==> src/mem_dbg_pkg.sv <==
// Shared constants for the memory debug unit; imported by the interfaces and RTL blocks
package mem_dbg_pkg;

    // --------------------
    // Bank geometry
    // --------------------
    localparam int NUM_BANKS      = 24;
    localparam int LANE_W         = 9;
    localparam int LANES_PER_WORD = 4;
    localparam int WORD_W         = LANE_W * LANES_PER_WORD;

    // Upper bits pick the bank, lowest two the lane
    localparam int SEL_W          = 7;

    // Word address width unless the top level overrides it
    localparam int DEF_ADDR_W     = 6;

    // --------------------
    // Register map
    // --------------------
    localparam logic [5:0] REG_SEL    = 6'h00;
    localparam logic [5:0] REG_ADDR   = 6'h04;
    localparam logic [5:0] REG_WDATA  = 6'h08;
    // Bit 0 starts a read, bit 1 a write
    localparam logic [5:0] REG_CMD    = 6'h0C;
    localparam logic [5:0] REG_RDATA  = 6'h10;
    // Bit 0 is busy
    localparam logic [5:0] REG_STATUS = 6'h14;

    // --------------------
    // AXI response codes
    // --------------------
    localparam logic [1:0] RESP_OKAY   = 2'b00;
    localparam logic [1:0] RESP_SLVERR = 2'b10;

endpackage

==> src/mem_dbg_if.sv <==
// Internal buses of the memory debug unit, the debug request path and the bank access path
`timescale 1ns/100ps

// Register block to controller
interface dbg_req_if #(
    parameter int ADDR_W = mem_dbg_pkg::DEF_ADDR_W
) ();
    import mem_dbg_pkg::*;

    logic              start_rd;
    logic              start_wr;
    logic [SEL_W-1:0]  sel;
    logic [ADDR_W-1:0] addr;
    logic [LANE_W-1:0] wdata;
    // Valid only while done is high
    logic [LANE_W-1:0] rd_data;
    logic              done;

    modport regs (
        output start_rd, start_wr, sel, addr, wdata,
        input  rd_data, done
    );

    modport ctrl (
        input  start_rd, start_wr, sel, addr, wdata,
        output rd_data, done
    );
endinterface

// Controller to bank array
interface bank_if #(
    parameter int ADDR_W = mem_dbg_pkg::DEF_ADDR_W
) ();
    import mem_dbg_pkg::*;

    logic [NUM_BANKS-1:0]      chip_en;
    logic                      wr_en;
    logic [LANES_PER_WORD-1:0] lane_mask;
    logic [ADDR_W-1:0]         addr;
    // Write lane copied into every lane position
    logic [WORD_W-1:0]         wdata;
    logic [WORD_W-1:0]         rdata [NUM_BANKS];

    modport ctrl (
        output chip_en, wr_en, lane_mask, addr, wdata,
        input  rdata
    );

    modport mem (
        input  chip_en, wr_en, lane_mask, addr, wdata,
        output rdata
    );
endinterface

==> src/bank_access_ctrl.sv <==
// Bank access controller; decodes the lane select and runs the read and write pipelines
`timescale 1ns/100ps

module bank_access_ctrl #(
    parameter int ADDR_W = mem_dbg_pkg::DEF_ADDR_W
) (
    input  logic    clk,
    input  logic    rstn,
    dbg_req_if.ctrl req,
    bank_if.ctrl    bank
);
    import mem_dbg_pkg::*;

    localparam int LANE_IDX_W = $clog2(LANES_PER_WORD);
    localparam int BANK_IDX_W = SEL_W - LANE_IDX_W;

    logic [BANK_IDX_W-1:0] sel_bank;
    logic [LANE_IDX_W-1:0] sel_lane;
    logic                  sel_valid;
    logic [NUM_BANKS-1:0]  bank_dec;

    logic                  rd_v1;
    logic                  rd_v2;
    logic                  rd_v3;
    logic                  wr_v1;
    logic [BANK_IDX_W-1:0] rd_bank_q1;
    logic [BANK_IDX_W-1:0] rd_bank_q2;
    logic [LANE_IDX_W-1:0] rd_lane_q1;
    logic [LANE_IDX_W-1:0] rd_lane_q2;
    logic [LANE_IDX_W-1:0] rd_lane_q3;
    logic                  rd_ok_q1;
    logic                  rd_ok_q2;
    logic [WORD_W-1:0]     word_q;

    assign sel_bank  = req.sel[SEL_W-1:LANE_IDX_W];
    assign sel_lane  = req.sel[LANE_IDX_W-1:0];
    assign sel_valid = sel_bank < NUM_BANKS;

    // Selects 96 and up leave every bank off
    always_comb begin
        bank_dec = '0;
        for (int i = 0; i < NUM_BANKS; i++) begin
            if (sel_bank == i) begin
                bank_dec[i] = 1'b1;
            end
        end
    end

    // --------------------
    // Bank request stage
    // --------------------
    always_ff @(posedge clk or negedge rstn) begin
        if (!rstn) begin
            bank.chip_en   <= '0;
            bank.wr_en     <= 1'b0;
            bank.lane_mask <= '0;
            bank.addr      <= '0;
        end else begin
            bank.chip_en   <= (req.start_rd || req.start_wr) ? bank_dec : '0;
            bank.wr_en     <= req.start_wr;
            bank.lane_mask <= req.start_wr ? LANES_PER_WORD'(1) << sel_lane : '0;
            if (req.start_rd || req.start_wr) begin
                bank.addr <= req.addr;
            end
        end
    end

    always_ff @(posedge clk) begin
        if (req.start_wr) begin
            bank.wdata <= {LANES_PER_WORD{req.wdata}};
        end
    end

    // --------------------
    // Stage valids and done
    // --------------------
    always_ff @(posedge clk or negedge rstn) begin
        if (!rstn) begin
            rd_v1    <= 1'b0;
            rd_v2    <= 1'b0;
            rd_v3    <= 1'b0;
            wr_v1    <= 1'b0;
            req.done <= 1'b0;
        end else begin
            rd_v1    <= req.start_rd;
            rd_v2    <= rd_v1;
            rd_v3    <= rd_v2;
            wr_v1    <= req.start_wr;
            req.done <= rd_v3 || wr_v1;
        end
    end

    // Read data path, bank word first and lane one cycle later
    always_ff @(posedge clk) begin
        if (req.start_rd) begin
            rd_bank_q1 <= sel_bank;
            rd_lane_q1 <= sel_lane;
            rd_ok_q1   <= sel_valid;
        end
        if (rd_v1) begin
            rd_bank_q2 <= rd_bank_q1;
            rd_lane_q2 <= rd_lane_q1;
            rd_ok_q2   <= rd_ok_q1;
        end
        if (rd_v2) begin
            word_q     <= rd_ok_q2 ? bank.rdata[rd_bank_q2] : '0;
            rd_lane_q3 <= rd_lane_q2;
        end
        if (rd_v3) begin
            req.rd_data <= word_q[rd_lane_q3*LANE_W +: LANE_W];
        end
    end

endmodule

==> src/flat_wrapper.sv <==
// flat-port wrapper written by rule: the top's interface ports become plain ports
module bank_access_ctrl_flat import mem_dbg_pkg::*;
#(
    parameter int ADDR_W = mem_dbg_pkg::DEF_ADDR_W
)
  (clk, rstn, req_start_rd, req_start_wr, req_sel, req_addr, req_wdata, req_rd_data, req_done, bank_chip_en, bank_wr_en, bank_lane_mask, bank_addr, bank_wdata, bank_rdata);
  dbg_req_if #(.ADDR_W(ADDR_W)) req_i ();
  bank_if #(.ADDR_W(ADDR_W)) bank_i ();
  input  logic clk;
  input  logic rstn;
  input wire logic [$bits(req_i.start_rd)-1:0] req_start_rd;
  input wire logic [$bits(req_i.start_wr)-1:0] req_start_wr;
  input wire logic [$bits(req_i.sel)-1:0] req_sel;
  input wire logic [$bits(req_i.addr)-1:0] req_addr;
  input wire logic [$bits(req_i.wdata)-1:0] req_wdata;
  output wire logic [$bits(req_i.rd_data)-1:0] req_rd_data;
  output wire logic [$bits(req_i.done)-1:0] req_done;
  output wire logic [$bits(bank_i.chip_en)-1:0] bank_chip_en;
  output wire logic [$bits(bank_i.wr_en)-1:0] bank_wr_en;
  output wire logic [$bits(bank_i.lane_mask)-1:0] bank_lane_mask;
  output wire logic [$bits(bank_i.addr)-1:0] bank_addr;
  output wire logic [$bits(bank_i.wdata)-1:0] bank_wdata;
  input wire logic [$bits(bank_i.rdata)-1:0] bank_rdata;
  assign req_i.start_rd = req_start_rd;
  assign req_i.start_wr = req_start_wr;
  assign req_i.sel = req_sel;
  assign req_i.addr = req_addr;
  assign req_i.wdata = req_wdata;
  assign req_rd_data = req_i.rd_data;
  assign req_done = req_i.done;
  assign bank_chip_en = bank_i.chip_en;
  assign bank_wr_en = bank_i.wr_en;
  assign bank_lane_mask = bank_i.lane_mask;
  assign bank_addr = bank_i.addr;
  assign bank_wdata = bank_i.wdata;
  assign bank_i.rdata = {>>{bank_rdata}};
  bank_access_ctrl #(.ADDR_W(ADDR_W)) u_core (.clk(clk), .rstn(rstn), .req(req_i), .bank(bank_i));
endmodule
==> config.mk <==
export PLATFORM = sky130hd
export DESIGN_NAME = bank_access_ctrl_flat
export DESIGN_NICKNAME = d
export VERILOG_FILES = /design/src/mem_dbg_pkg.sv /design/src/mem_dbg_if.sv /design/src/bank_access_ctrl.sv /design/src/flat_wrapper.sv
export SDC_FILE = /design/constraint.sdc
export NUM_CORES = 1
export LEC_CHECK = 0
export BUFFER_PORTS_ARGS = -buffer_cell sky130_fd_sc_hd__buf_2
export CAP_MARGIN = 0
export CORE_AREA = 2 2 375 377
export CTS_CLUSTER_SIZE = 14
export DETAILED_ROUTE_END_ITERATION = 6
export DIE_AREA = 0 0 377 379
export PLACE_DENSITY = 0.39
export SLEW_MARGIN = 20
export SYNTH_ARGS = -nofsm -noshare
export SYNTH_HDL_FRONTEND = slang
export SYNTH_SLANG_ARGS = --single-unit
==> constraint.sdc <==
create_clock -name clk -period 1.9 [get_ports clk]
set_clock_uncertainty 0.15 [all_clocks]
set_input_delay 0.38 -clock clk [delete_from_list [all_inputs] [get_ports clk]]
set_output_delay 0.38 -clock clk [all_outputs]
set_load 0.01 [all_outputs]
# Yosys cells after proc, flatten, opt, wreduce, memory -nomap -nowiden
# Index checks and enable logic that the tools add are counted.
word_totals:
  word_cells: 79
  out_inout_bits: 81
  inputBits: 890
  register_bits: 138
classes:
  multipliers: 1
  reduce_logical: 3
  order_cmp: 2
  n_mux: 29
  n_bitwise: 1
  eq_ne: 23
  n_shift: 2
op_table:
  columns: ["operator", "count"]
  rows:
  - ["$bmux 36 s5", 1]
  - ["$mux 36", 2]
  - ["$eq 5x4->1 const B", 8]
  - ["$eq 5x5->1 const B", 8]
  - ["$shiftx 36x7->9", 1]
  - ["$mux 1", 24]
  - ["$mux 24", 1]
  - ["$eq 5x3->1 const B", 4]
  - ["$eq 5x2->1 const B", 2]
  - ["$ge 6x6->1 const B", 1]
  - ["$mul 2x4->6 const B", 1]
  - ["$not 5->6", 1]
  - ["$eq 5x1->1 const B", 1]
  - ["$logic_not 5->1", 1]
  - ["$lt 5x5->1 const B", 1]
  - ["$mux 4", 1]
  - ["$shl 1x2->4 const A", 1]
  - ["$logic_or 1x1->1", 2]

# Longest topological paths before layout
logic_depth:
  word_depth: 4
  ltp_mapped: 8

# Worst setup path after synthesis
# OpenSTA, ideal clock, no wires.
synth_path:
  path_kind: "register to register"
  start: "register u_core.rd_bank_q2[1]"
  end: "register u_core.word_q[35], data pin"
  path_stages_with_launch: 7
  period_less_slack_ps: 2061
  slack_ps: -161
  t_required_ps: 1478
  setup_time_ps: 272
  n_path_buf: 3
  arrival_ps: 1638
  path_cell_list: "edfxtp_1 > buf_4 > buf_6 > buf_2 > mux4_2 > nand3_1 > o2111ai_1"
synth_between:
  elab_chain_cells: 4
synth_lines:
  columns: ["element", "line", "rtl"]
  rows:
  - ["start: declaration", "bank_access_ctrl.sv:27", "logic [BANK_IDX_W-1:0] rd_bank_q2;"]
  - ["start signal: assignment", "bank_access_ctrl.sv:101", "rd_bank_q2 <= rd_bank_q1;"]
  - ["$not 5->6 (not written as such)", "bank_access_ctrl.sv:106", "word_q <= rd_ok_q2 ? bank.rdata[rd_bank_q2] : '0;"]
  - ["$bmux 36 s5", "bank_access_ctrl.sv:106", null]
  - ["$mux 36 (not written as such) (2 in a row)", "bank_access_ctrl.sv:106", null]
  - ["end signal: assignment", "bank_access_ctrl.sv:106", null]
  - ["end: declaration", "bank_access_ctrl.sv:33", "logic [WORD_W-1:0] word_q;"]
# Every way passes these cells. The select of a mux whose other input is x is not followed.
# A chain may end at the register's enable or synchronous reset.

# Final worst setup path
layout_path:
  start: "register u_core.rd_bank_q2[2]"
  end: "register u_core.word_q[19], data pin"
# Same word-level chain as after synthesis.

==> out/results.md <==
| Step | Metric | Reported |
|---|---|---|
| critical path | Critical path data required time | 2050 ps |
| final layout | Area of all placed cells without fillers | 22,060 um2 |
| grt | GR Overflow Total | 0 |
| synthesis | Count of flip-flops with a built-in enable after synthesis | 72 |
| synthesis | Async set-reset flop share out of synthesis | 35.14% |
| synthesis | Synthesized instance count | 922 |
| cts | Count of clock tree sinks | 111 |
| cts | Clock tree from TritonCTS | built |
| die | Area of the core | 138,800 um2 |
| place | Area after detailed placement | 19,580 um2 |
| synthesis | Primary FF master, synth | edfxtp_1 |
| timing | Number of slew-limit violations in the final report | 0 |
| synthesis | Cell area after synthesis | 11,350 um2 |
| cts | Number of buffers inserted during clock tree synthesis | 9 |
| timing | Highest attainable clock frequency | 403.5 MHz |
| grt | Largest net degree at the start of global routing | 41 |
| timing | Minimum clock period after layout | 2478 ps |
| timing | Relative slew slack | 53.23% |
| critical path | Critical path, cell by cell | buf_12, buf_12, buf_4, mux2i_2, mux4_2, o32a_1, o21ai_1 |
| final layout | Share of layout cells above drive strength 1 | 75.95% |
| power | Areal power density over the cells | 521.9 nW/um2 |
| synthesis | Syn Area/Cell | 12.31 um2 |
| status | Result of the run | finished with violations |
| place | Post-DP HPWL | 94.19 mm |
| critical path | Type of the worst setup path | flop to flop |
| cts | Skew-Pair Late Insertion Delay | 440 ps |
| timing | Setup slack after layout | -578.2 ps |
| grt | GRT Overall Usage | 14.76% |
| place | Number of buffers inserted by port buffering | 970 |
| critical path | Worst setup SP type | flop |
| final layout | Number of nets at the end of the flow | 2,922 |
| die | Total number of placement rows | 137 |
| cts | H-tree level count | 3 |
| grt | Number of global-route vias before repair | 14,480 |
| place | Routability congestion estimate | 0.9185 |
| critical path | Critical Path End Type | flop |
| die | Initial core utilization | 8.172% |
| die | Die Y-Extent | 379 um |
| detailed routing | Wire length reported by the detailed router | 111.0 mm |
| status | Failing checks | setup timing |
| run | Count of max-cap constraint violations | 0 |
| timing | Setup repair after global routing missed its margin | yes |
| timing | Measured slew at the worst slew-check pin | 701.6 ps |
| critical path | Cell with the largest stage delay on the worst path | edfxtp_1 |
| die | I/O pin count | 971 |
| timing | Period utilization | 130.4% |
| final layout | Area growth from synthesis to layout | 94.43% |
| detailed routing | # DRC | 0 |
| synthesis | Most frequently used cell type in the post-synthesis netlist | mux4_2 |
| critical path | Worst Path Arrival | 2620 ps |
| grt | Antenna violations before repair | 123 |
| detailed routing | Via density per instance | 3.653 |
| grt | First-pass GRT wire length | 137.6 mm |
| final layout | Fillers | 15,710 |
| synthesis | Post-synth top cells | mux4_2 (140), mux2i_1 (120), mux2_2 (78) |
| final layout | Storage element area | 3139 um2 |
| critical path | Cell occurring most often along the worst timing path | buf_12 |
| synthesis | Count of distinct cell types in the synthesized netlist | 37 |
| final layout | Final core utilization | 15.89% |
| detailed routing | Post-route ant nets | 0 |
| synthesis | Library cell occupying the most area in the post-synthesis netlist | mux4_2 |
| detailed routing | Overall via count from detail_route | 14,120 |
| cts | Cell at the root of the clock tree | clkbuf_16 |
| critical path | Maximum fanout along the worst path | 6 |
| synthesis | Largest cells by area after synthesis | mux4_2 (28%), edfxtp_1 (19%), mux2i_1 (11%) |
| detailed routing | Post-detailed-route wirelength per cell | 28.72 um |
| final layout | Area used by multi-input combinational logic | 8214 um2 |
| detailed routing | First-pass iteration count of the detailed router | 5 |
| timing | Final hold violations | 0 |
| die | Width of the chip | 377 um |
| synthesis | Post-synthesis register bit count | 111 |
| cts | Worst-path clk slew | 100 ps |
| power | Maximum vdd drop | 0.0006547 V |
| detailed routing | Initial detailed-routing violation count | 881 |
| synthesis | Yosys warnings | 0 |
| synthesis | Sequential cell area fraction in the yosys report | 27.65% |
| synthesis | Nets in the synthesized netlist | 1,812 |
| hold path | Classification of the worst-slack hold path | input pin to flop |
| die | Die Area | 142,900 um2 |
| power | Static leakage power | 9.725 nW |
| timing | Final setup violating endpoints | 36 |
| synthesis | Share of the synthesized area in the top cell type | 27.79% |
| cts | Max Buffers Root-to-Sink | 2 |
| critical path | Slowest Stage Delay on Critical Path | 490 ps |
## cell type report
cell class                 instances  area share [%]
multi-input combinational        684           37.23
antenna                           20          0.2268
timing repair buffer            1226           36.61
clock buffer                      10           1.134
sequential                       111           14.23
tap                             1807           10.25
clock inverter                     6          0.3176
## repair_timing
item / CTS / global route
hold buffers: 16 / 0
pin swaps: 41 / 45
resized for setup: 153 / 104
setup endpoints to repair: 36 / 36
cloned: 12 / 4
endpoints found under the hold margin: 27 / 0
setup buffers: 49 / 16
## logic make-up after synthesis
| family | Yosys count | share of synthesized area, % |
|---|---|---|
| AO/OA/AOI/OAI | 207 | 13.94 |
| flip-flops | 111 | 27.65 |
| buffers and inverters | 127 | 6.594 |
| multiplexers | 338 | 46.11 |
| AND/OR/NAND/NOR | 139 | 5.701 |
## stage by stage
stage	setup TNS [ps]	total power [mW]	cells	hold slack [ps]	worst slack [ps]
2_1_floorplan	-2947	5.397	922	-65.59	-106.1
3_3_place_gp	-19390	8.326	3745	189.3	-708.6
3_5_place_dp	-20140	8.307	3745	193.0	-713.1
4_1_cts	-17530	11.59	3835	0.0004441	-617.9
5_1_grt	-18980	12.15	3853	21.33	-624.9
6_report	-16080	11.51	3864	66.56	-578.2
## worst max-delay path, delay by kind of cell (launching register included)
kind | cells | cell delay (ps)
DFF | 1 | 490
buffers and inverters | 3 | 480
AOI/OAI and AO/OA | 2 | 500
muxes | 2 | 690
## power by group
| group | internal [mW] | switching (mW) | leakage (nW) |
|---|---|---|---|
| sequential | 2.83 | 0.172 | 1.23 |
| combinational | 3.30 | 2.89 | 8.33 |
| clock | 1.02 | 1.31 | 0.156 |
## placed cells by master, fill, tap and decap left out, types with 11 or more instances in the layout
master / Yosys / layout
nor2_1: 52 / 50
dlygate4sd3_1: 0 / 16
mux4_2: 140 / 140
a22oi_2: 0 / 20
buf_12: 0 / 55
buf_2: 43 / 970
diode_2: 0 / 20
o22a_4: 0 / 11
o22a_1: 48 / 36
dfrtp_1: 39 / 38
nand3_1: 25 / 25
mux2_4: 0 / 28
o32a_1: 11 / 11
nor2b_1: 14 / 11
a21oi_1: 24 / 20
buf_4: 48 / 124
clkbuf_16: 0 / 14
a22oi_1: 48 / 28
mux2_2: 78 / 50
buf_6: 4 / 26
o211ai_1: 24 / 24
o2111ai_1: 24 / 13
edfxtp_1: 72 / 72
nand2_4: 0 / 12
mux2i_1: 120 / 102
buf_16: 0 / 11
buf_8: 0 / 18
## state kept, by name, summed over array words and instances (netlist names)
register	count
u_core.req.done	1
u_core.rd_v1	1
u_core.req.rd_data	9
u_core.rd_ok_q2	1
u_core.rd_v3	1
u_core.bank.lane_mask	4
u_core.rd_lane_q1	2
u_core.rd_bank_q2	5
u_core.word_q	36
u_core.rd_lane_q2	2
u_core.bank.wr_en	1
u_core.bank.wdata	9
u_core.rd_v2	1
u_core.bank.addr	6
u_core.rd_ok_q1	1
u_core.rd_lane_q3	2
u_core.rd_bank_q1	5
u_core.bank.chip_en	24
## path summary, 6_finish.rpt
check / cells after the start / slack (ps) / end / start
setup reg to reg: 7 / -580 / u_core.word_q[19]$_SDFFCE_PN0P_ / u_core.rd_bank_q2[2]$_DFFE_PP_
max in group asynchronous: 3 / 700 / u_core.bank.chip_en[22]$_DFF_PN0_ / rstn
hold / removal: 2 / 70 / u_core.bank.addr[4]$_DFFE_PN0P_ / req_addr[4]
min in group asynchronous: 2 / 260 / u_core.bank.lane_mask[3]$_DFF_PN0_ / rstn
setup / recovery: 7 / -580 / u_core.word_q[19]$_SDFFCE_PN0P_ / u_core.rd_bank_q2[2]$_DFFE_PP_
hold reg to reg: 0 / 280 / u_core.rd_bank_q2[3]$_DFFE_PP_ / u_core.rd_bank_q1[3]$_DFFE_PP_
## metal layers
metal  up-vias  global-route usage, %  routed length (um)
met4        92                  2.740                1848
li1       6070                      -                   -
met1      7033                  19.91               49450
met3       176                  5.206               10070
met5         -                      0                 559
met2       744                  22.65               49030
(Power assumes the default switching activity.)
