File: src/mem_dbg_pkg.sv
// Shared constants for the memory debug unit; imported by the interfaces and RTL blocks
package mem_dbg_pkg;

    // --------------------
    // Bank geometry
    // --------------------
    localparam int NUM_BANKS      = 24;
    localparam int LANE_W         = 9;
    localparam int LANES_PER_WORD = 4;
    localparam int WORD_W         = LANE_W * LANES_PER_WORD;

    // Upper bits pick the bank, lowest two the lane
    localparam int SEL_W          = 7;

    // Word address width unless the top level overrides it
    localparam int DEF_ADDR_W     = 6;

    // --------------------
    // Register map
    // --------------------
    localparam logic [5:0] REG_SEL    = 6'h00;
    localparam logic [5:0] REG_ADDR   = 6'h04;
    localparam logic [5:0] REG_WDATA  = 6'h08;
    // Bit 0 starts a read, bit 1 a write
    localparam logic [5:0] REG_CMD    = 6'h0C;
    localparam logic [5:0] REG_RDATA  = 6'h10;
    // Bit 0 is busy
    localparam logic [5:0] REG_STATUS = 6'h14;

    // --------------------
    // AXI response codes
    // --------------------
    localparam logic [1:0] RESP_OKAY   = 2'b00;
    localparam logic [1:0] RESP_SLVERR = 2'b10;

endpackage

File: src/mem_dbg_if.sv
// Internal buses of the memory debug unit, the debug request path and the bank access path
`timescale 1ns/100ps

// Register block to controller
interface dbg_req_if #(
    parameter int ADDR_W = mem_dbg_pkg::DEF_ADDR_W
) ();
    import mem_dbg_pkg::*;

    logic              start_rd;
    logic              start_wr;
    logic [SEL_W-1:0]  sel;
    logic [ADDR_W-1:0] addr;
    logic [LANE_W-1:0] wdata;
    // Valid only while done is high
    logic [LANE_W-1:0] rd_data;
    logic              done;

    modport regs (
        output start_rd, start_wr, sel, addr, wdata,
        input  rd_data, done
    );

    modport ctrl (
        input  start_rd, start_wr, sel, addr, wdata,
        output rd_data, done
    );
endinterface


File: src/dbg_axil_regs.sv
// AXI4-Lite register block of the memory debug unit; holds the setup and issues debug commands
`timescale 1ns/100ps

module dbg_axil_regs #(
    parameter int ADDR_W = mem_dbg_pkg::DEF_ADDR_W
) (
    input  logic        clk,
    input  logic        rstn,

    input  logic        awvalid,
    output logic        awready,
    input  logic [5:0]  awaddr,
    input  logic        wvalid,
    output logic        wready,
    input  logic [31:0] wdata,
    input  logic [3:0]  wstrb,
    output logic        bvalid,
    input  logic        bready,
    output logic [1:0]  bresp,

    input  logic        arvalid,
    output logic        arready,
    input  logic [5:0]  araddr,
    output logic        rvalid,
    input  logic        rready,
    output logic [31:0] rdata,
    output logic [1:0]  rresp,

    dbg_req_if.regs     req
);
    import mem_dbg_pkg::*;

    logic [SEL_W-1:0]  sel_q;
    logic [ADDR_W-1:0] addr_q;
    logic [LANE_W-1:0] wdata_q;
    logic [LANE_W-1:0] rdata_q;
    logic [SEL_W-1:0]  sel_hold;
    logic [ADDR_W-1:0] addr_hold;
    logic [LANE_W-1:0] wdata_hold;
    logic              busy;
    logic              op_is_rd;

    logic              wr_hs;
    logic              rd_hs;
    logic              cmd_go;
    logic [31:0]       wr_old;
    logic [31:0]       wr_merged;
    logic [1:0]        wr_resp;
    logic [31:0]       rd_word;
    logic [1:0]        rd_resp;

    function automatic logic [31:0] apply_strb(input logic [31:0] old_v,
                                               input logic [31:0] new_v,
                                               input logic [3:0]  strb);
        logic [31:0] res;
        for (int b = 0; b < 4; b++) begin
            res[b*8 +: 8] = strb[b] ? new_v[b*8 +: 8] : old_v[b*8 +: 8];
        end
        return res;
    endfunction

    // --------------------
    // Write channel
    // --------------------
    assign wready    = awready;
    assign wr_hs     = awready && awvalid && wvalid;
    assign wr_merged = apply_strb(wr_old, wdata, wstrb);

    always_comb begin
        wr_old  = '0;
        wr_resp = RESP_SLVERR;
        case (awaddr)
            REG_SEL: begin
                wr_old  = 32'(sel_q);
                wr_resp = RESP_OKAY;
            end
            REG_ADDR: begin
                wr_old  = 32'(addr_q);
                wr_resp = RESP_OKAY;
            end
            REG_WDATA: begin
                wr_old  = 32'(wdata_q);
                wr_resp = RESP_OKAY;
            end
            REG_CMD: wr_resp = busy ? RESP_SLVERR : RESP_OKAY;
            default: wr_resp = RESP_SLVERR;
        endcase
    end

    always_ff @(posedge clk or negedge rstn) begin
        if (!rstn) begin
            awready <= 1'b0;
            bvalid  <= 1'b0;
            bresp   <= RESP_OKAY;
        end else begin
            // One-cycle ready, no new write while a response waits
            awready <= awvalid && wvalid && !awready && !bvalid;
            if (wr_hs) begin
                bvalid <= 1'b1;
                bresp  <= wr_resp;
            end else if (bvalid && bready) begin
                bvalid <= 1'b0;
            end
        end
    end

    always_ff @(posedge clk or negedge rstn) begin
        if (!rstn) begin
            sel_q   <= '0;
            addr_q  <= '0;
            wdata_q <= '0;
        end else if (wr_hs && wr_resp == RESP_OKAY) begin
            case (awaddr)
                REG_SEL:   sel_q   <= wr_merged[SEL_W-1:0];
                REG_ADDR:  addr_q  <= wr_merged[ADDR_W-1:0];
                REG_WDATA: wdata_q <= wr_merged[LANE_W-1:0];
                default:   ;
            endcase
        end
    end

    // --------------------
    // Command issue
    // --------------------
    assign cmd_go       = wr_hs && awaddr == REG_CMD && !busy && wstrb[0];
    assign req.start_rd = cmd_go && wdata[0];
    assign req.start_wr = cmd_go && wdata[1] && !wdata[0];

    // Operands frozen for the controller until done
    assign req.sel   = busy ? sel_hold : sel_q;
    assign req.addr  = busy ? addr_hold : addr_q;
    assign req.wdata = busy ? wdata_hold : wdata_q;

    always_ff @(posedge clk) begin
        if (req.start_rd || req.start_wr) begin
            sel_hold   <= sel_q;
            addr_hold  <= addr_q;
            wdata_hold <= wdata_q;
        end
    end

    always_ff @(posedge clk or negedge rstn) begin
        if (!rstn) begin
            busy     <= 1'b0;
            op_is_rd <= 1'b0;
            rdata_q  <= '0;
        end else begin
            if (req.start_rd || req.start_wr) begin
                busy     <= 1'b1;
                op_is_rd <= req.start_rd;
            end else if (req.done) begin
                busy <= 1'b0;
            end
            if (req.done && op_is_rd) begin
                rdata_q <= req.rd_data;
            end
        end
    end

    // --------------------
    // Read channel
    // --------------------
    assign rd_hs = arready && arvalid;

    always_comb begin
        rd_word = '0;
        rd_resp = RESP_OKAY;
        case (araddr)
            REG_SEL:    rd_word = 32'(sel_q);
            REG_ADDR:   rd_word = 32'(addr_q);
            REG_WDATA:  rd_word = 32'(wdata_q);
            REG_CMD:    rd_word = '0;
            REG_RDATA:  rd_word = 32'(rdata_q);
            REG_STATUS: rd_word = 32'(busy);
            default:    rd_resp = RESP_SLVERR;
        endcase
    end

    always_ff @(posedge clk or negedge rstn) begin
        if (!rstn) begin
            arready <= 1'b0;
            rvalid  <= 1'b0;
            rdata   <= '0;
            rresp   <= RESP_OKAY;
        end else begin
            arready <= arvalid && !arready && !rvalid;
            if (rd_hs) begin
                rvalid <= 1'b1;
                rdata  <= rd_word;
                rresp  <= rd_resp;
            end else if (rvalid && rready) begin
                rvalid <= 1'b0;
            end
        end
    end

endmodule

File: src/flat_wrapper.sv
// flat-port wrapper written by rule: the top's interface ports become plain ports
module dbg_axil_regs_flat import mem_dbg_pkg::*;
#(
    parameter int ADDR_W = mem_dbg_pkg::DEF_ADDR_W
)
  (clk, rstn, awvalid, awready, awaddr, wvalid, wready, wdata, wstrb, bvalid, bready, bresp, arvalid, arready, araddr, rvalid, rready, rdata, rresp, req_start_rd, req_start_wr, req_sel, req_addr, req_wdata, req_rd_data, req_done);
  dbg_req_if #(.ADDR_W(ADDR_W)) req_i ();
  input  logic clk;
  input  logic rstn;
  input  logic awvalid;
  output logic awready;
  input  logic [5:0] awaddr;
  input  logic wvalid;
  output logic wready;
  input  logic [31:0] wdata;
  input  logic [3:0] wstrb;
  output logic bvalid;
  input  logic bready;
  output logic [1:0] bresp;
  input  logic arvalid;
  output logic arready;
  input  logic [5:0] araddr;
  output logic rvalid;
  input  logic rready;
  output logic [31:0] rdata;
  output logic [1:0] rresp;
  output wire logic [$bits(req_i.start_rd)-1:0] req_start_rd;
  output wire logic [$bits(req_i.start_wr)-1:0] req_start_wr;
  output wire logic [$bits(req_i.sel)-1:0] req_sel;
  output wire logic [$bits(req_i.addr)-1:0] req_addr;
  output wire logic [$bits(req_i.wdata)-1:0] req_wdata;
  input wire logic [$bits(req_i.rd_data)-1:0] req_rd_data;
  input wire logic [$bits(req_i.done)-1:0] req_done;
  assign req_start_rd = req_i.start_rd;
  assign req_start_wr = req_i.start_wr;
  assign req_sel = req_i.sel;
  assign req_addr = req_i.addr;
  assign req_wdata = req_i.wdata;
  assign req_i.rd_data = req_rd_data;
  assign req_i.done = req_done;
  dbg_axil_regs #(.ADDR_W(ADDR_W)) u_core (.clk(clk), .rstn(rstn), .awvalid(awvalid), .awready(awready), .awaddr(awaddr), .wvalid(wvalid), .wready(wready), .wdata(wdata), .wstrb(wstrb), .bvalid(bvalid), .bready(bready), .bresp(bresp), .arvalid(arvalid), .arready(arready), .araddr(araddr), .rvalid(rvalid), .rready(rready), .rdata(rdata), .rresp(rresp), .req(req_i));
endmodule
File: config.mk
export PLATFORM = sky130hd
export DESIGN_NAME = dbg_axil_regs_flat
export DESIGN_NICKNAME = d
export VERILOG_FILES = /design/src/mem_dbg_pkg.sv /design/src/mem_dbg_if.sv /design/src/dbg_axil_regs.sv /design/src/flat_wrapper.sv
export SDC_FILE = /design/constraint.sdc
export NUM_CORES = 1
export LEC_CHECK = 0
export ABC_CLOCK_PERIOD_IN_PS = 5800
export BUFFER_PORTS_ARGS = -buffer_cell sky130_fd_sc_hd__buf_4
export CORE_MARGIN = 2
export CORE_UTILIZATION = 45
export CTS_CLUSTER_DIAMETER = 30
export DETAILED_ROUTE_END_ITERATION = 8
export PLACE_DENSITY = 0.83
export SYNTH_ARGS = -nofsm -noshare
export SYNTH_HDL_FRONTEND = slang
export SYNTH_SLANG_ARGS = --single-unit
File: constraint.sdc
create_clock -name clk -period 5.8 [get_ports clk]
set_input_delay 0 -clock clk [delete_from_list [all_inputs] [get_ports clk]]
set_output_delay 0 -clock clk [all_outputs]
set_load 0.01 [all_outputs]
# Yosys cells after proc, flatten, opt, wreduce, memory -nomap -nowiden
# Index checks and enable logic that the tools add are counted.
# classes
mux,16
n_eq_ne,10
n_reduce_logical,38
# op_table
op,count
case mux 9 bit (5 select lines),1
== test 6 x 4 -> 1 bit (second input constant),4
logical AND 1 bit,18
case mux 9 bit (2 select lines),1
== test 6 x 3 -> 1 bit (second input constant),2
== test 6 x 5 -> 1 bit (second input constant),2
zero test 6 bit,2
two-way mux 9 bit,1
two-way mux 8 bit,1
two-way mux 1 bit,7
two-way mux 7 bit,1
zero test 1 bit,6
two-way mux 6 bit,1
AND reduction 2 bit,3
AND reduction 3 bit,2
nonzero test 2 bit,3
OR reduction 6 bit,1
two-way mux 2 bit,2
!= test 2 bit (second input constant),2
case mux 2 bit (2 select lines),1
OR reduction 3 bit,1
zero test 2 bit,1
logical OR 1 bit,1
# word_totals
input_bits,65
register_bits,95

# Longest topological paths before layout
# depth
ltp_word,9
ltp_mapped,6
mapped_depth_nobuf,4

# Least setup slack after synthesis
# OpenSTA, ideal clock, no wires.
# synth_path
kind,register -> register
startpoint,register u_core.awready
endpoint,"register u_core.addr_hold[0], enable pin"
path_stages_with_launch,4
required_time_ns,5.419
path_buffers,0
setup_time_ns,0.381
arrival_ns,1.684
slack_ns,3.735
cell_sequence,dfrtp_1 -> nand3_1 -> nor3_1 -> o21a_1
# synth_via
elab_chain_cells,8
word_cells_on_any_way,9
classes_between,reduce/logical: 9
# synth_rtl
element,line_no,rtl
start: declaration,dbg_axil_regs.sv:11,"output logic awready,"
start signal: assignment,dbg_axil_regs.sv:97,awready <= awvalid && wvalid && !awready && !bvalid;
logical AND 1 bit (*) (2 in series),dbg_axil_regs.sv:66,assign wr_hs = awready && awvalid && wvalid;
logical AND 1 bit (*) (3 in series),dbg_axil_regs.sv:125,assign cmd_go = wr_hs && awaddr == REG_CMD && !busy && wstrb[0];
logical AND 1 bit (2 in series),dbg_axil_regs.sv:127,assign req.start_wr = cmd_go && wdata[1] && !wdata[0];
logical OR 1 bit (*),dbg_axil_regs.sv:135,if (req.start_rd || req.start_wr) begin
end signal: assignment,dbg_axil_regs.sv:137,addr_hold <= addr_q;
end: declaration,dbg_axil_regs.sv:38,logic [ADDR_W-1:0] addr_hold;
# Every way passes the cells marked *; elsewhere a longest branch is shown, timed or not.
# A chain may end at the register's enable or synchronous reset.

# Worst setup path in the final report
# layout_path
startpoint,register u_core.awready
endpoint,register u_core.wdata_q[8]
# layout_via
elab_chain_cells,4
# layout_rtl
element,line_no,rtl
logical AND 1 bit (2 in series),dbg_axil_regs.sv:66,
logical AND 1 bit,dbg_axil_regs.sv:112,end else if (wr_hs && wr_resp == RESP_OKAY) begin
AND reduction 3 bit (no source line),-,
end signal: assignment,dbg_axil_regs.sv:116,REG_WDATA: wdata_q <= wr_merged[LANE_W-1:0];
end: declaration,dbg_axil_regs.sv:35,logic [LANE_W-1:0] wdata_q;
# Every way passes these cells.

==> summary.md <==
| Metric | Value |
|---|---|
| Largest net degree at the start of global routing | 49 |
| Final HPWL DP | 5.66 mm |
| Synth Warn # | 0 |
| Final hold violations | 0 |
| Max Cap Viol | 0 |
| Minimum clock period | 2.52 ns |
| H-tree levels | 3 |
| Port Buf Inserts | 79 |
| Post-synthesis async set-or-reset flop share | 68.6% |
| Post-synthesis register bit count | 70 |
| Arr. time, crit path | 2.74 ns |
| Final critical-path share of the clock period | 43.4% |
| Vias in the first global route | 2659 |
| Slew HR | 22.7% |
| Post-synth EDFFs | 22 |
| First-pass GRT wire length | 13.6 mm |
| Max-slew violations | 0 |
| Initial Util | 45.7% |
| Synth cell count leaders | dfrtp_1 (48), mux2_2 (31), nor2_1 (28), buf_4 (27), edfxtp_1 (22) |
| CTS Root Cell | clkbuf_8 |
| Vias after detailed routing | 2749 |
| R2R setup slack | 3.28 ns |
| Reg-to-Reg End | u_core.wdata_q[8]$_DFFE_PN0P_ |
| Seq pwr share | 49.5% |
| Setup CP Type | reg -> reg |
| Syn Std Cell Area | 3500 µm² |
| Layout cell share with drive strength beyond 1 | 33.0% |
| Required time of the critical path | 6.02 ns |
| Overflow after GRT | 0 |
| Routed wl met2 | 4.29 mm |
| Setup TNS | 0 ns |
| Wire length on met1 | 3.65 mm |
| Drc violations | 0 |
| Critical Path Slowest Stage Cell | nor3b_4 |
| Total power | 1.09 mW |
| Worst Hold Class | in -> reg |
| Maximum clock insertion buffer count | 2 |
| Seq/Total Area, Yosys | 53.2% |
| CP startpoint | u_core.awready$_DFF_PN0_ |
| Die area | 8500 µm² |
| Clock sink total | 70 |
| CP endpoint | u_core.wdata_q[8]$_DFFE_PN0P_ |
| CTS tree | yes |
| Reg2reg path depth | 5 |
| Synth area leaders | dfrtp_1 (34%), edfxtp_1 (19%), mux2_2 (10%) |
| Worst-Skew Late Latency | 0.34 ns |
| Area Overhead vs Synth | 28.9% |
| Clock share of power | 38.5% |
| Reg2reg start | u_core.awready$_DFF_PN0_ |
| Gr usage total | 20.5% |
| Detail Route Antenna Nets | 0 |
| Unrepaired setup endpoints after global routing | no |
| Peak VDD IR | 0.155 mV |
| Clock transition at path regs | 0.07 ns |
| Sw Share | 24.2% |
| P_int | 830 µW |
| Io pins | 130 |
| Met3 wire len | 466 µm |
| Count of unique library cells instantiated by Yosys | 37 |
| Nets | 475 |
| Drt total wl | 8.49 mm |
| Fmax | 397 MHz |
| Antenna violations before repair | 0 |
| Vias/cell | 5.32 |
| Most numerous cell in the Yosys netlist | dfrtp_1 |
| Antenna cells | 0 |
| Pleak | 2.06 nW |
| Critical Path Start Type | flop |
| Share of the synthesized area in the top cell type | 34.3% |
| Clk_skew | 0.00638 ns |
| Worst-path cell chain | nand3_1 > nor3b_4 > nand2_1 > mux2_2 > dlygate4sd3_1 |
| PostCTS Resize Cnt | 0 |
| GP Congestion | 0.849 |
| DRT iter0 DRCs | 205 |
| Cell row count | 32 |
| Crit end category | flop |
| Number of detailed-route iterations in the first pass | 5 |
| Combinational group share of total power | 12.1% |
| PwrDens | 243 nW/µm² |
| Ys flop type | dfrtp_1 |
| Max incr delay on CP | 0.70 ns |
| Final setup fails | 0 |
| CTS Buf Count | 9 |
| Switch Pwr | 265 µW |
| Syn_area_per_cell | 11.3 µm² |
| Worst-margin pin slew | 1.15 ns |
| Max layer used | met4 |
| Drt wl/cell | 16.4 µm |
| DIE WIDTH | 92.2 µm |
| DIE HEIGHT | 92.2 µm |
| Core ar. | 7650 µm² |
| Util after Layout | 59.0% |
| Status | finished clean |
| Synthesized instance count | 310 |
| Critical-path maximum fanout | 16 |
| Leading area contributor after synthesis | dfrtp_1 |
==> placed cells by master, fill, tap and decap left out, types with 2 or more instances in the layout <==
master          n
buf_4          80
dfrtp_1        48
mux2_2         31
nor2_1         28
conb_1         25
dlygate4sd3_1  25
edfxtp_1       22
nand2_1        20
a31oi_1        18
o21ai_0        16
nand3_1        14
o31ai_1         9
a21oi_1         9
clkbuf_8        9
mux2i_1         8
inv_1           7
a22oi_1         7
a31o_2          6
nor2b_1         4
nor3_1          2
and2_1          2
nor3b_4         2
nor4_4          2
o22ai_1         2
a21o_1          2
clkinv_1        2
bufinv_16       2
==> logic make-up after synthesis <==
kind of cell | share of synthesized area [%]
mux | 12.3
simple gates | 12.6
flops | 53.2
buf+inv | 8.48
other cells | 0.107
compound gates | 13.3
==> critical path, delay by kind of cell (launching register included) <==
family | cells | cell delay [ns]
buffers and inverters | 1 | 0.55
multiplexers | 1 | 0.29
AND/OR/NAND/NOR | 3 | 1.16
flip-flops | 1 | 0.40
==> through the flow <==
stage | instance area [µm²] | setup slack [ns] | hold slack, ns | cells
final | 4510 | 3.28 | 0.0111 | 517
after global routing | 4510 | 3.13 | 0.0274 | 517
after CTS | 4510 | 3.30 | 0.000358 | 517
after detailed placement | 4050 | 3.37 | 0.0559 | 476
after global placement | 4050 | 3.42 | 0.0467 | 476
after floorplan | 3590 | 3.74 | -0.296 | 334
==> power groups by stage <==
| stage | Sequential, mW | Combinational, mW | Clock, mW |
|---|---|---|---|
| after global placement | 0.550 | 0.116 | 0 |
| after floorplan | 0.550 | 0.0678 | 0 |
| after detailed placement | 0.551 | 0.119 | 0 |
| after global routing | 0.544 | 0.144 | 0.448 |
| final | 0.541 | 0.132 | 0.421 |
| after CTS | 0.541 | 0.132 | 0.426 |
==> flip-flops by register name (all words and copies together) (netlist names) <==
register and cells:
u_core.addr_hold 6, u_core.addr_q 6, u_core.arready 1, u_core.awready 1, u_core.bresp 1, u_core.busy 1, u_core.bvalid 1, u_core.op_is_rd 1
u_core.rdata 9, u_core.rdata_q 9, u_core.rresp 1, u_core.rvalid 1, u_core.sel_hold 7, u_core.sel_q 7, u_core.wdata_hold 9, u_core.wdata_q 9
==> worst min-delay path by stage <==
| stage | cells after the start | from | to |
|---|---|---|---|
| floorplan | 0 | rstn | u_core.addr_q[0]$_DFFE_PN0P_ |
| global placement | 1 | rstn | u_core.wdata_q[8]$_DFFE_PN0P_ |
| detailed placement | 1 | rstn | u_core.wdata_q[8]$_DFFE_PN0P_ |
| CTS | 3 | wdata[0] | u_core.sel_q[0]$_DFFE_PN0P_ |
| global route | 3 | wdata[0] | u_core.sel_q[0]$_DFFE_PN0P_ |
| finish | 3 | wdata[0] | u_core.sel_q[0]$_DFFE_PN0P_ |
==> routing by layer <==
metal / vias up / track usage (%)
li1: 1292 / -
met1: 1346 / 27.0
met2: 102 / 34.3
met3: 9 / 3.37
met4: 0 / 7.59
met5: - / 0
==> final cells by class <==
class,instances,area (µm²)
sequential,70,1860
inverter,7,26.3
clock buffer,9,124
tap,102,128
clock inverter,7,88.8
timing repair buffer,105,851
multi-input combinational,217,1430
fill,646,3140
==> what timing repair did <==
item,CTS,global route
hold endpoints to repair,81,0
buffers inserted,0,0
hold buffers,25,0
No activity file was read; power rests on OpenSTA's default activity.
